## config.mk

```make
export PLATFORM = sky130hd
export DESIGN_NAME = fm_mixer_top
export DESIGN_NICKNAME = d
export VERILOG_FILES = /design/src/mix_pkg.sv /design/src/slot_if.sv /design/src/fm_mixer_top.sv /design/src/frame_acc.sv /design/src/mix_select.sv /design/src/op_stage_fsm.sv /design/src/slot_counter.sv
export SDC_FILE = /design/constraint.sdc
export NUM_CORES = 1
export LEC_CHECK = 0
export BUFFER_PORTS_ARGS = -buffer_cell sky130_fd_sc_hd__buf_4
export CAP_MARGIN = 20
export CORE_MARGIN = 1.5
export CORE_UTILIZATION = 40
export CTS_CLUSTER_DIAMETER = 50
export DETAILED_ROUTE_END_ITERATION = 10
export HOLD_SLACK_MARGIN = 0.08
export PLACE_DENSITY = 0.59
export SYNTH_ARGS = -nofsm -noshare
export SYNTH_HDL_FRONTEND = slang
export SYNTH_SLANG_ARGS = --single-unit
```

## constraint.sdc

```tcl
create_clock -name clk -period 4.78 [get_ports clk]
set_input_delay 1.434 -clock clk [delete_from_list [all_inputs] [get_ports clk]]
set_output_delay 1.434 -clock clk [all_outputs]
set_load 0.1 [all_outputs]
```

## src/mix_pkg.sv

```systemverilog
package mix_pkg;

    // Sample widths
    typedef logic signed [13:0] op_result_t;
    typedef logic signed [15:0] sample_t;
    // Room for 24 slot contributions before clamping
    typedef logic signed [18:0] acc_t;

    // Slot position
    typedef logic [2:0] ch_t;
    typedef logic [1:0] op_t;
    typedef logic [2:0] alg_t;
    // Bit 1 is left, bit 0 is right
    typedef logic [1:0] rl_t;

    // Operator stages in execution order, not operator number
    typedef enum logic [1:0] {
        STAGE_S1 = 2'd0,
        STAGE_S3 = 2'd1,
        STAGE_S2 = 2'd2,
        STAGE_S4 = 2'd3
    } op_stage_e;

    // Channel layout of one stage
    localparam ch_t CH_LAST = 3'd6;
    localparam ch_t CH_SKIP = 3'd3;

    // Slots borrowed for ADPCM data
    localparam ch_t       ADPCMA_CH   = 3'd0;
    localparam ch_t       ADPCMB_CH   = 3'd4;
    localparam op_stage_e ADPCM_STAGE = STAGE_S1;

    // Six channels times four stages
    localparam int SLOTS_PER_FRAME = 24;

endpackage
```

## src/slot_if.sv

```systemverilog
interface slot_if;

    // Current slot position
    mix_pkg::ch_t cur_ch;
    mix_pkg::op_t cur_op;

    // One-hot, follows the stage in progress
    logic s1_enters;
    logic s2_enters;
    logic s3_enters;
    logic s4_enters;

    // First slot of the frame
    logic zero;

    modport producer (
        output cur_ch, cur_op,
        output s1_enters, s2_enters, s3_enters, s4_enters,
        output zero
    );

    modport consumer (
        input cur_ch, cur_op,
        input s1_enters, s2_enters, s3_enters, s4_enters,
        input zero
    );

endinterface

```

## src/fm_mixer_top.sv

```systemverilog
module fm_mixer_top (
    input  logic                clk,
    input  logic                rst_n,
    input  logic                clk_en,
    input  mix_pkg::op_result_t op_result,
    input  mix_pkg::rl_t        rl,
    input  mix_pkg::alg_t       alg,
    input  mix_pkg::sample_t    adpcma_l,
    input  mix_pkg::sample_t    adpcma_r,
    input  mix_pkg::sample_t    adpcmb_l,
    input  mix_pkg::sample_t    adpcmb_r,
    output mix_pkg::ch_t        cur_ch,
    output mix_pkg::op_t        cur_op,
    output logic                frame_start,
    output mix_pkg::sample_t    left,
    output mix_pkg::sample_t    right
);

    mix_pkg::ch_t     ch;
    logic             stage_end;
    mix_pkg::sample_t add_value_l;
    mix_pkg::sample_t add_value_r;
    logic             add_en_l;
    logic             add_en_r;

    // Slot position bundle
    slot_if slot ();

    // Channel timer
    slot_counter u_slot_counter (
        .clk       (clk),
        .rst_n     (rst_n),
        .clk_en    (clk_en),
        .ch        (ch),
        .stage_end (stage_end)
    );

    // Stage sequencing and frame start
    op_stage_fsm u_op_stage_fsm (
        .clk       (clk),
        .rst_n     (rst_n),
        .clk_en    (clk_en),
        .ch        (ch),
        .stage_end (stage_end),
        .slot      (slot.producer)
    );

    // Per-slot contribution for each side
    mix_select u_mix_select (
        .slot        (slot.consumer),
        .op_result   (op_result),
        .rl          (rl),
        .alg         (alg),
        .adpcma_l    (adpcma_l),
        .adpcma_r    (adpcma_r),
        .adpcmb_l    (adpcmb_l),
        .adpcmb_r    (adpcmb_r),
        .add_value_l (add_value_l),
        .add_value_r (add_value_r),
        .add_en_l    (add_en_l),
        .add_en_r    (add_en_r)
    );

    // Left side frame sum
    frame_acc u_left (
        .clk       (clk),
        .rst_n     (rst_n),
        .clk_en    (clk_en),
        .zero      (slot.zero),
        .add_value (add_value_l),
        .add_en    (add_en_l),
        .snd       (left)
    );

    // Right side frame sum
    frame_acc u_right (
        .clk       (clk),
        .rst_n     (rst_n),
        .clk_en    (clk_en),
        .zero      (slot.zero),
        .add_value (add_value_r),
        .add_en    (add_en_r),
        .snd       (right)
    );

    // Slot position for the external operator source
    assign cur_ch      = slot.cur_ch;
    assign cur_op      = slot.cur_op;
    assign frame_start = slot.zero;

endmodule

```

## src/frame_acc.sv

```systemverilog
module frame_acc (
    input  logic             clk,
    input  logic             rst_n,
    input  logic             clk_en,
    input  logic             zero,
    input  mix_pkg::sample_t add_value,
    input  logic             add_en,
    output mix_pkg::sample_t snd
);

    mix_pkg::acc_t    acc;
    mix_pkg::acc_t    add_ext;
    mix_pkg::sample_t sat_val;

    // Gated contribution, sign extended to accumulator width
    assign add_ext = add_en ? mix_pkg::acc_t'(add_value) : '0;

    // Clamp the frame sum to the sample range
    always_comb begin
        if (acc != mix_pkg::acc_t'(mix_pkg::sample_t'(acc))) begin
            // Out of range, pick the limit from the sign
            if (acc[$bits(mix_pkg::acc_t)-1]) begin
                sat_val = {1'b1, {($bits(mix_pkg::sample_t)-1){1'b0}}};
            end else begin
                sat_val = {1'b0, {($bits(mix_pkg::sample_t)-1){1'b1}}};
            end
        end else begin
            sat_val = mix_pkg::sample_t'(acc);
        end
    end

    always_ff @(posedge clk or negedge rst_n) begin
        if (!rst_n) begin
            acc <= '0;
            snd <= '0;
        end else if (clk_en) begin
            if (zero) begin
                // Publish last frame, restart with this slot
                snd <= sat_val;
                acc <= add_ext;
            end else begin
                acc <= acc + add_ext;
            end
        end
    end

endmodule

```

## src/mix_select.sv

```systemverilog
module mix_select (
    slot_if.consumer             slot,
    input  mix_pkg::op_result_t  op_result,
    input  mix_pkg::rl_t         rl,
    input  mix_pkg::alg_t        alg,
    input  mix_pkg::sample_t     adpcma_l,
    input  mix_pkg::sample_t     adpcma_r,
    input  mix_pkg::sample_t     adpcmb_l,
    input  mix_pkg::sample_t     adpcmb_r,
    output mix_pkg::sample_t     add_value_l,
    output mix_pkg::sample_t     add_value_r,
    output logic                 add_en_l,
    output logic                 add_en_r
);

    logic             carrier;
    logic             adpcma_slot;
    logic             adpcmb_slot;
    mix_pkg::sample_t op_ext;
    mix_pkg::sample_t op_half;

    // Carrier operators per algorithm
    always_comb begin
        case (alg)
            3'd4:       carrier = slot.s2_enters | slot.s4_enters;
            // Every stage but S1
            3'd5, 3'd6: carrier = ~slot.s1_enters;
            3'd7:       carrier = 1'b1;
            // Algorithms 0 to 3 sum the last operator only
            default:    carrier = slot.s4_enters;
        endcase
    end

    // Slots whose FM data is replaced by ADPCM
    assign adpcma_slot = (slot.cur_op == mix_pkg::op_t'(mix_pkg::ADPCM_STAGE))
                      && (slot.cur_ch == mix_pkg::ADPCMA_CH);
    assign adpcmb_slot = (slot.cur_op == mix_pkg::op_t'(mix_pkg::ADPCM_STAGE))
                      && (slot.cur_ch == mix_pkg::ADPCMB_CH);

    // Sign extend and halve
    assign op_ext  = mix_pkg::sample_t'(op_result);
    assign op_half = op_ext >>> 1;

    always_comb begin
        if (adpcma_slot) begin
            // Times 6 as 4x plus 2x
            add_value_l = (adpcma_l <<< 2) + (adpcma_l <<< 1);
            add_value_r = (adpcma_r <<< 2) + (adpcma_r <<< 1);
            add_en_l    = 1'b1;
            add_en_r    = 1'b1;
        end else if (adpcmb_slot) begin
            add_value_l = adpcmb_l >>> 1;
            add_value_r = adpcmb_r >>> 1;
            add_en_l    = 1'b1;
            add_en_r    = 1'b1;
        end else begin
            // Plain FM slot
            add_value_l = op_half;
            add_value_r = op_half;
            add_en_l    = carrier & rl[1];
            add_en_r    = carrier & rl[0];
        end
    end

endmodule

```

## src/op_stage_fsm.sv

```systemverilog
module op_stage_fsm (
    input  logic            clk,
    input  logic            rst_n,
    input  logic            clk_en,
    input  mix_pkg::ch_t    ch,
    input  logic            stage_end,
    slot_if.producer        slot
);

    mix_pkg::op_stage_e state;
    mix_pkg::op_stage_e state_next;

    // Chip order S1, S3, S2, S4
    always_comb begin
        state_next = state;
        if (stage_end) begin
            case (state)
                mix_pkg::STAGE_S1: state_next = mix_pkg::STAGE_S3;
                mix_pkg::STAGE_S3: state_next = mix_pkg::STAGE_S2;
                mix_pkg::STAGE_S2: state_next = mix_pkg::STAGE_S4;
                mix_pkg::STAGE_S4: state_next = mix_pkg::STAGE_S1;
                default:           state_next = mix_pkg::STAGE_S1;
            endcase
        end
    end

    always_ff @(posedge clk or negedge rst_n) begin
        if (!rst_n) begin
            state <= mix_pkg::STAGE_S1;
        end else if (clk_en) begin
            state <= state_next;
        end
    end

    // Slot position seen by the rest of the design
    assign slot.cur_ch = ch;
    // Encoding doubles as the stage index
    assign slot.cur_op = mix_pkg::op_t'(state);

    // Operator entry strobes
    assign slot.s1_enters = (state == mix_pkg::STAGE_S1);
    assign slot.s2_enters = (state == mix_pkg::STAGE_S2);
    assign slot.s3_enters = (state == mix_pkg::STAGE_S3);
    assign slot.s4_enters = (state == mix_pkg::STAGE_S4);

    // Stage S1 on channel 0 opens the frame
    assign slot.zero = (state == mix_pkg::STAGE_S1) && (ch == '0);

endmodule

```

## src/slot_counter.sv

```systemverilog
module slot_counter (
    input  logic         clk,
    input  logic         rst_n,
    input  logic         clk_en,
    output mix_pkg::ch_t ch,
    output logic         stage_end
);

    mix_pkg::ch_t ch_next;

    // Next channel, hopping over the unused index
    always_comb begin
        if (ch == mix_pkg::CH_LAST) begin
            ch_next = '0;
        end else if (ch + 3'd1 == mix_pkg::CH_SKIP) begin
            ch_next = ch + 3'd2;
        end else begin
            ch_next = ch + 3'd1;
        end
    end

    // One step per enabled clock
    always_ff @(posedge clk or negedge rst_n) begin
        if (!rst_n) begin
            ch <= '0;
        end else if (clk_en) begin
            ch <= ch_next;
        end
    end

    // Last channel of the stage
    assign stage_end = (ch == mix_pkg::CH_LAST);

endmodule

```

-- Word-level counts from Yosys, hierarchy flattened
Cells that the tools add are included.
- bits in registers: 75
- latch bits: 0
- memory bits (writable): 0
- memory bits (read-only): 0
- bits of input ports: 86
- output and inout bits: 38
- logic and storage cells: 55
- memories: 0
- add/sub/neg operators: 6
- multiply operators: 0
- divide/modulo/power cells: 0
- order comparisons: 0
- eq/ne operators: 12
- shift operators: 0
- mux-type cells: 20
- bitwise operators: 4
- reductions and logical operators: 7
- operators with widths (cell ; number):
    $mux W16 ; 8
    $mux W19 ; 4
    $add A19 B19 Y19 ; 2
    $add A16 B16 Y16 ; 2
    $eq A3 B3 Y1 const B ; 6
    $pmux W2 S4 ; 1
    $mux W3 ; 2
    $ne A3 B1 Y1 ; 2
    $eq A2 B2 Y1 const B ; 2
    $mux W1 ; 4
    $reduce_and A2 Y1 ; 2
    $add A3 B1 Y3 const B ; 1
    $add A3 B2 Y3 const B ; 1
    $eq A3 B2 Y1 const B ; 1
    $logic_not A3 Y1 ; 1
    $pmux W1 S3 ; 1
    $and A1 B1 Y1 ; 2
    $eq A2 B1 Y1 const B ; 1
    $logic_and A1 B1 Y1 ; 2
    $logic_not A2 Y1 ; 1
    $reduce_or A2 Y1 ; 1
    $not A1 Y1 ; 1
    $or A1 B1 Y1 ; 1

-- Logic depth before layout (Yosys ltp)
- word-level depth: 9
- mapped depth: 20
- depth with buffers taken out: 20

-- By module
From an unflattened synthesis, not the netlist that was laid out.
- cells, all modules: 897
- area total of the unflattened synthesis: 7238.2 um^2
- by module, submodules not included (module ; instances ; cells an instance ; area each (um^2) ; sequential area each (um^2)):
    frame_acc ; 2 ; 297 ; 2528.7 ; 875.8
    mix_select ; 1 ; 266 ; 1801.7 ; 0.0
    slot_counter ; 1 ; 21 ; 205.2 ; 75.1
    op_stage_fsm ; 1 ; 16 ; 173.9 ; 50.0

-- Least setup slack after synthesis
OpenSTA, ideal clock, no wires.
- path type: input-to-reg
- from: in adpcma_l[0]
- to: reg u_left.acc[17]
- library setup time: 125 ps
- arrival: 4712 ps
- required time: 4655 ps
- setup slack: -57 ps
- stages on the path: 19
- buffers on the path: 0
- cells stage by stage: ha_1 > inv_1 > fa_1 > nor2b_1 > nor3_1 > o21bai_1 > o41ai_2 > o21ai_0 > xor2_1 > mux2i_1 > a21oi_1 > ha_1 > a21oi_1 > nor4b_4 > a21oi_1 > a31oi_1 > xor2_1 > a21oi_1 > mux2_2
- word-level cells in the longest chain between the ends: 5
- ends and longest elaborated chain (what ; line ; text):
    start: declaration ; fm_mixer_top.sv:8 ; input mix_pkg::sample_t adpcma_l,
    $add A16 B16 Y16 (*) ; mix_select.sv:47 ; add_value_l = (adpcma_l <<< 2) + (adpcma_l <<< 1);
    $mux W16 (*) ; mix_select.sv:45 ; if (adpcma_slot) begin
    $mux W19 (*) ; frame_acc.sv:16 ; assign add_ext = add_en ? mix_pkg::acc_t'(add_value) : '0;
    $add A19 B19 Y19 ; frame_acc.sv:42 ; acc <= acc + add_ext;
    $mux W19 (*) ; frame_acc.sv:37 ; if (zero) begin
    end signal: assignment ; frame_acc.sv:40 ; acc <= add_ext;
    end signal: assignment ; frame_acc.sv:42 ;
    end: declaration ; frame_acc.sv:11 ; mix_pkg::acc_t acc;
Every way passes the cells marked *; elsewhere a longest branch is shown, timed or not.
A chain may end at the register's enable or synchronous reset.

-- Worst setup path in the final report
- from: in adpcma_l[1]
- to: reg u_left.acc[17]
Same word-level chain as after synthesis.

==> run_results.csv <==
group,metric,value,unit
run_status,status,"finished with violations",
run_status,violations,"negative setup slack",
pwr,power.internal,3.48,mW
die,core.rowCount,47,
clock_tree,clk_pin_slew,0.06,ns
drt,routed_wl,21700,um
clock_tree,htreeDepth,3,
place,dp_hpwl,16600,um
clock_tree,cts_made_buffers,9,
timing,tightest_slew,0.893,ns
worst_setup_path,crit_path_top_delay_cell,"fa_2",
pwr,irDropWorstVdd,405,uV
timing,clock_skew,0.0116,ns
die,dieArea,17800,um^2
clock_tree,max-clock-path-buffers,2,
hold_path,hold_class,"flop to flop",
yosys,synth-main-ff-cell,"dfrtp_1",
timing,max_freq,208,MHz
drt,drt_iter0_drc,389,
drt,drc,0,
worst_setup_path,cp-start-kind,"input port",
flow_run,drv_cap,0,
yosys,synth_edf_count,0,
yosys,async_flop_share,100,%
grt,grt_pass1_vias,6747,
yosys,postSynthAreaPerCell,7.95,um^2
timing,max_slew_margin,40.5,%
worst_setup_path,worstPathArrival,5.05,ns
grt,grt_pass1_wl,33800,um
yosys,syn-cell-area,6790,um^2
yosys,synth_nets,1011,
worst_setup_path,crit_path_max_fanout,3,
worst_setup_path,r2r_start,"u_op_stage_fsm.slot.cur_op[0]",
timing,period_minus_slack,4.81,ns
timing,setup_viol,2,
yosys,synth_area_leaders,"dfrtp_1, ha_1, a21oi_1",
worst_setup_path,cp-end-kind,"flop",
worst_setup_path,cp-endpoint,"u_left.acc[17]",
yosys,yosysTopAreaCellShare,27.6,%
layout,layout_common_cells,"buf_4, a21oi_1, nor2_1",
die,io_pins,124,
worst_setup_path,critical_path_buf_inv_count,4,
timing,slew_violations,0,
timing,finalCritPeriodShare,101,%
yosys,yosys_warnings,0,
clock_tree,cts_root_buffer,"clkbuf_16",
drt,vias,7209,
layout,nNetsFinal,1271,
worst_setup_path,crit_chain,"buf_8, ha_4, inv_2, fa_2, nor2b_4, nor3_2, o21bai_1, o41ai_2, buf_4, o21ai_4, xor2_1, mux2i_1, a21oi_1, ha_1, a21oi_2, nor4b_4, buf_4, a21oi_2, a31oi_1, xor2_1, a21oi_1, mux2_2",
place,gp_congestion,0.895,
drt,dr.pass1.iters,5,
layout,final_common_cell,"buf_4",
clock_tree,clock_latency,0.35,ns
clock_tree,cts_tree,"yes",
pwr,total_power,7.11,mW
grt,grt_use_total,24.1,%
pwr,power.density,723,nW/um^2
layout,area_growth,44.8,%
layout,drive_above_1_share,35.4,%
yosys,synth_area_leader_cell,"dfrtp_1",
worst_setup_path,cp.depth,22,
drt,wl_per_cell,16.2,um
yosys,syn_inst,855,
place,port_buffers,118,
grt,grt_max_degree,76,
drt,ant_nets,0,
grt,grt.overflow.total,0,
layout,fin_util,59.3,%
die,die_h,133,um
timing,setup_ws,-0.0297,ns
drt,avgViaCountPerCell,5.38,
pwr,p_leak,4.73,nW
grt,antenna_found_initial,0,
die,initial_utilization,41.0,%
die,core-area,16600,um^2
pwr,pwr-share-comb,72.2,%
worst_setup_path,crit_family,"compound AO/OA/AOI/OAI gates",
timing,hold_viol,0,
worst_setup_path,cp-startpoint,"adpcma_l[1]",
pwr,power.share.clock,10.1,%
clock_tree,clkSinkCount,75,
die,die_w,133,um
worst_setup_path,critPathMaxStageDelay,0.38,ns
timing,rsz0062_at_grt,"true",
yosys,synth_cell_types,70,
pwr,p_switching,3.63,mW
worst_setup_path,reg2regPathDepth,18,
worst_setup_path,crit_type,"input port to flop",
worst_setup_path,r2r_setup_slack,0.86,ns
worst_setup_path,crit_required,5.02,ns
pwr,seqPwrFrac,17.8,%
pwr,switching_share,51.0,%
yosys,synth_seq_cells,75,
layout,diodes,0,
worst_setup_path,timing.rr.end,"u_right.acc[14]",
yosys,ys_seq_area_share,27.6,%
-- stage by stage --
stage	cells	hold WS [ns]	setup TNS, ns	worst slack (ns)	cell area (um^2)
2_1_floorplan	855	0.493	0	0.00829	6790
3_3_place_gp	1292	0.465	-5.01	-0.522	8840
3_5_place_dp	1292	0.467	-5.82	-0.529	8840
4_1_cts	1322	0.482	0	0.000727	9320
5_1_grt	1339	0.497	-0.662	-0.251	9840
6_report	1339	0.475	-0.0540	-0.0297	9840
-- worst reg2reg max path, delay by kind of cell (launching register included) --
| family | cells | cell delay (ns) |
|---|---|---|
| compound gates | 8 | 1.71 |
| fa+ha+maj | 3 | 0.84 |
| simple gates | 4 | 0.51 |
| flops | 1 | 0.41 |
| buf+inv | 2 | 0.20 |
| xor+xnor | 1 | 0.13 |
-- synthesized netlist by cell type (all sizes together) (7+ instances only) --
library cell and n:
a211oi 10, a21o 17, a21oi 128, a31oi 18, and2 7, buf 12, clkbuf 29, dfrtp 75
ha 66, inv 26, mux2i 15, nand2 86, nand2b 9, nand3 15, nand4 7, nor2 91
nor2b 15, nor3 16, o211ai 7, o21a 8, o21ai 57, o22ai 21, xnor2 25, xor2 24
-- timing repair --
| action | CTS | global route |
|---|---|---|
| hold buffers | 0 | 0 |
| gates cloned | 0 | 0 |
| pin swaps | 15 | 62 |
| gates resized for setup | 14 | 78 |
| setup buffers | 15 | 16 |
| setup endpoints to repair | 7 | 18 |
-- flip-flops by register name, indices dropped and copies added (netlist names) --
register,cells
u_left.acc,19
u_right.acc,19
u_left.snd,16
u_right.snd,16
u_slot_counter.ch,3
u_op_stage_fsm.slot.cur_op,2
-- metal layers --
layer | part of all wire [%] | GRT usage (%) | up-vias
met4 | 1.6 | 5.68 | 0
met5 | 0 | 0 | -
li1 | - | - | 3626
met1 | 47 | 33.5 | 3375
met3 | 4.9 | 3.84 | 26
met2 | 46 | 39.3 | 182
-- power groups by stage --
stage               Clock [mW]  Sequential, mW  Combinational, mW
floorplan                    0            2.19               2.35
global placement             0            1.26               4.64
detailed placement           0            1.27               4.69
CTS                      0.729            1.26               4.80
global route             0.746            1.30               5.56
finish                   0.715            1.27               5.13
-- logic make-up (layout without fill, tap and decap cells) --
family | after synthesis | count (layout) | share of synthesized area [%]
compound gates | 305 | 305 | 27.2
xor+xnor | 49 | 49 | 6.32
fa+ha+maj | 70 | 70 | 13.3
buf+inv | 67 | 331 | 3.92
flops | 75 | 75 | 27.6
mux | 21 | 21 | 3.20
simple gates | 268 | 268 | 18.4
-- cell type report --
type                            count  area, um^2
Timing Repair Buffer              290        2210
Fill cell                        1579        6740
Multi-Input combinational cell    713        5080
Sequential cell                    75        1880
Inverter                           26        97.6
Clock inverter                      4        50.0
Clock buffer                       11         253
Tap cell                          220         275
-- how the worst min path moves through the flow --
stage,startpoint,cells after the start,slack (ns),end
detailed placement,u_right.snd[15],2,0.47,u_right.snd[15]
finish,u_right.snd[15],2,0.47,u_right.snd[15]
global route,u_right.snd[15],2,0.50,u_right.snd[15]
global placement,u_right.snd[15],2,0.47,u_right.snd[15]
CTS,u_right.snd[15],2,0.48,u_right.snd[15]
floorplan,u_left.acc[10],1,0.49,u_left.acc[10]
No activity file was read; power rests on OpenSTA's default activity.
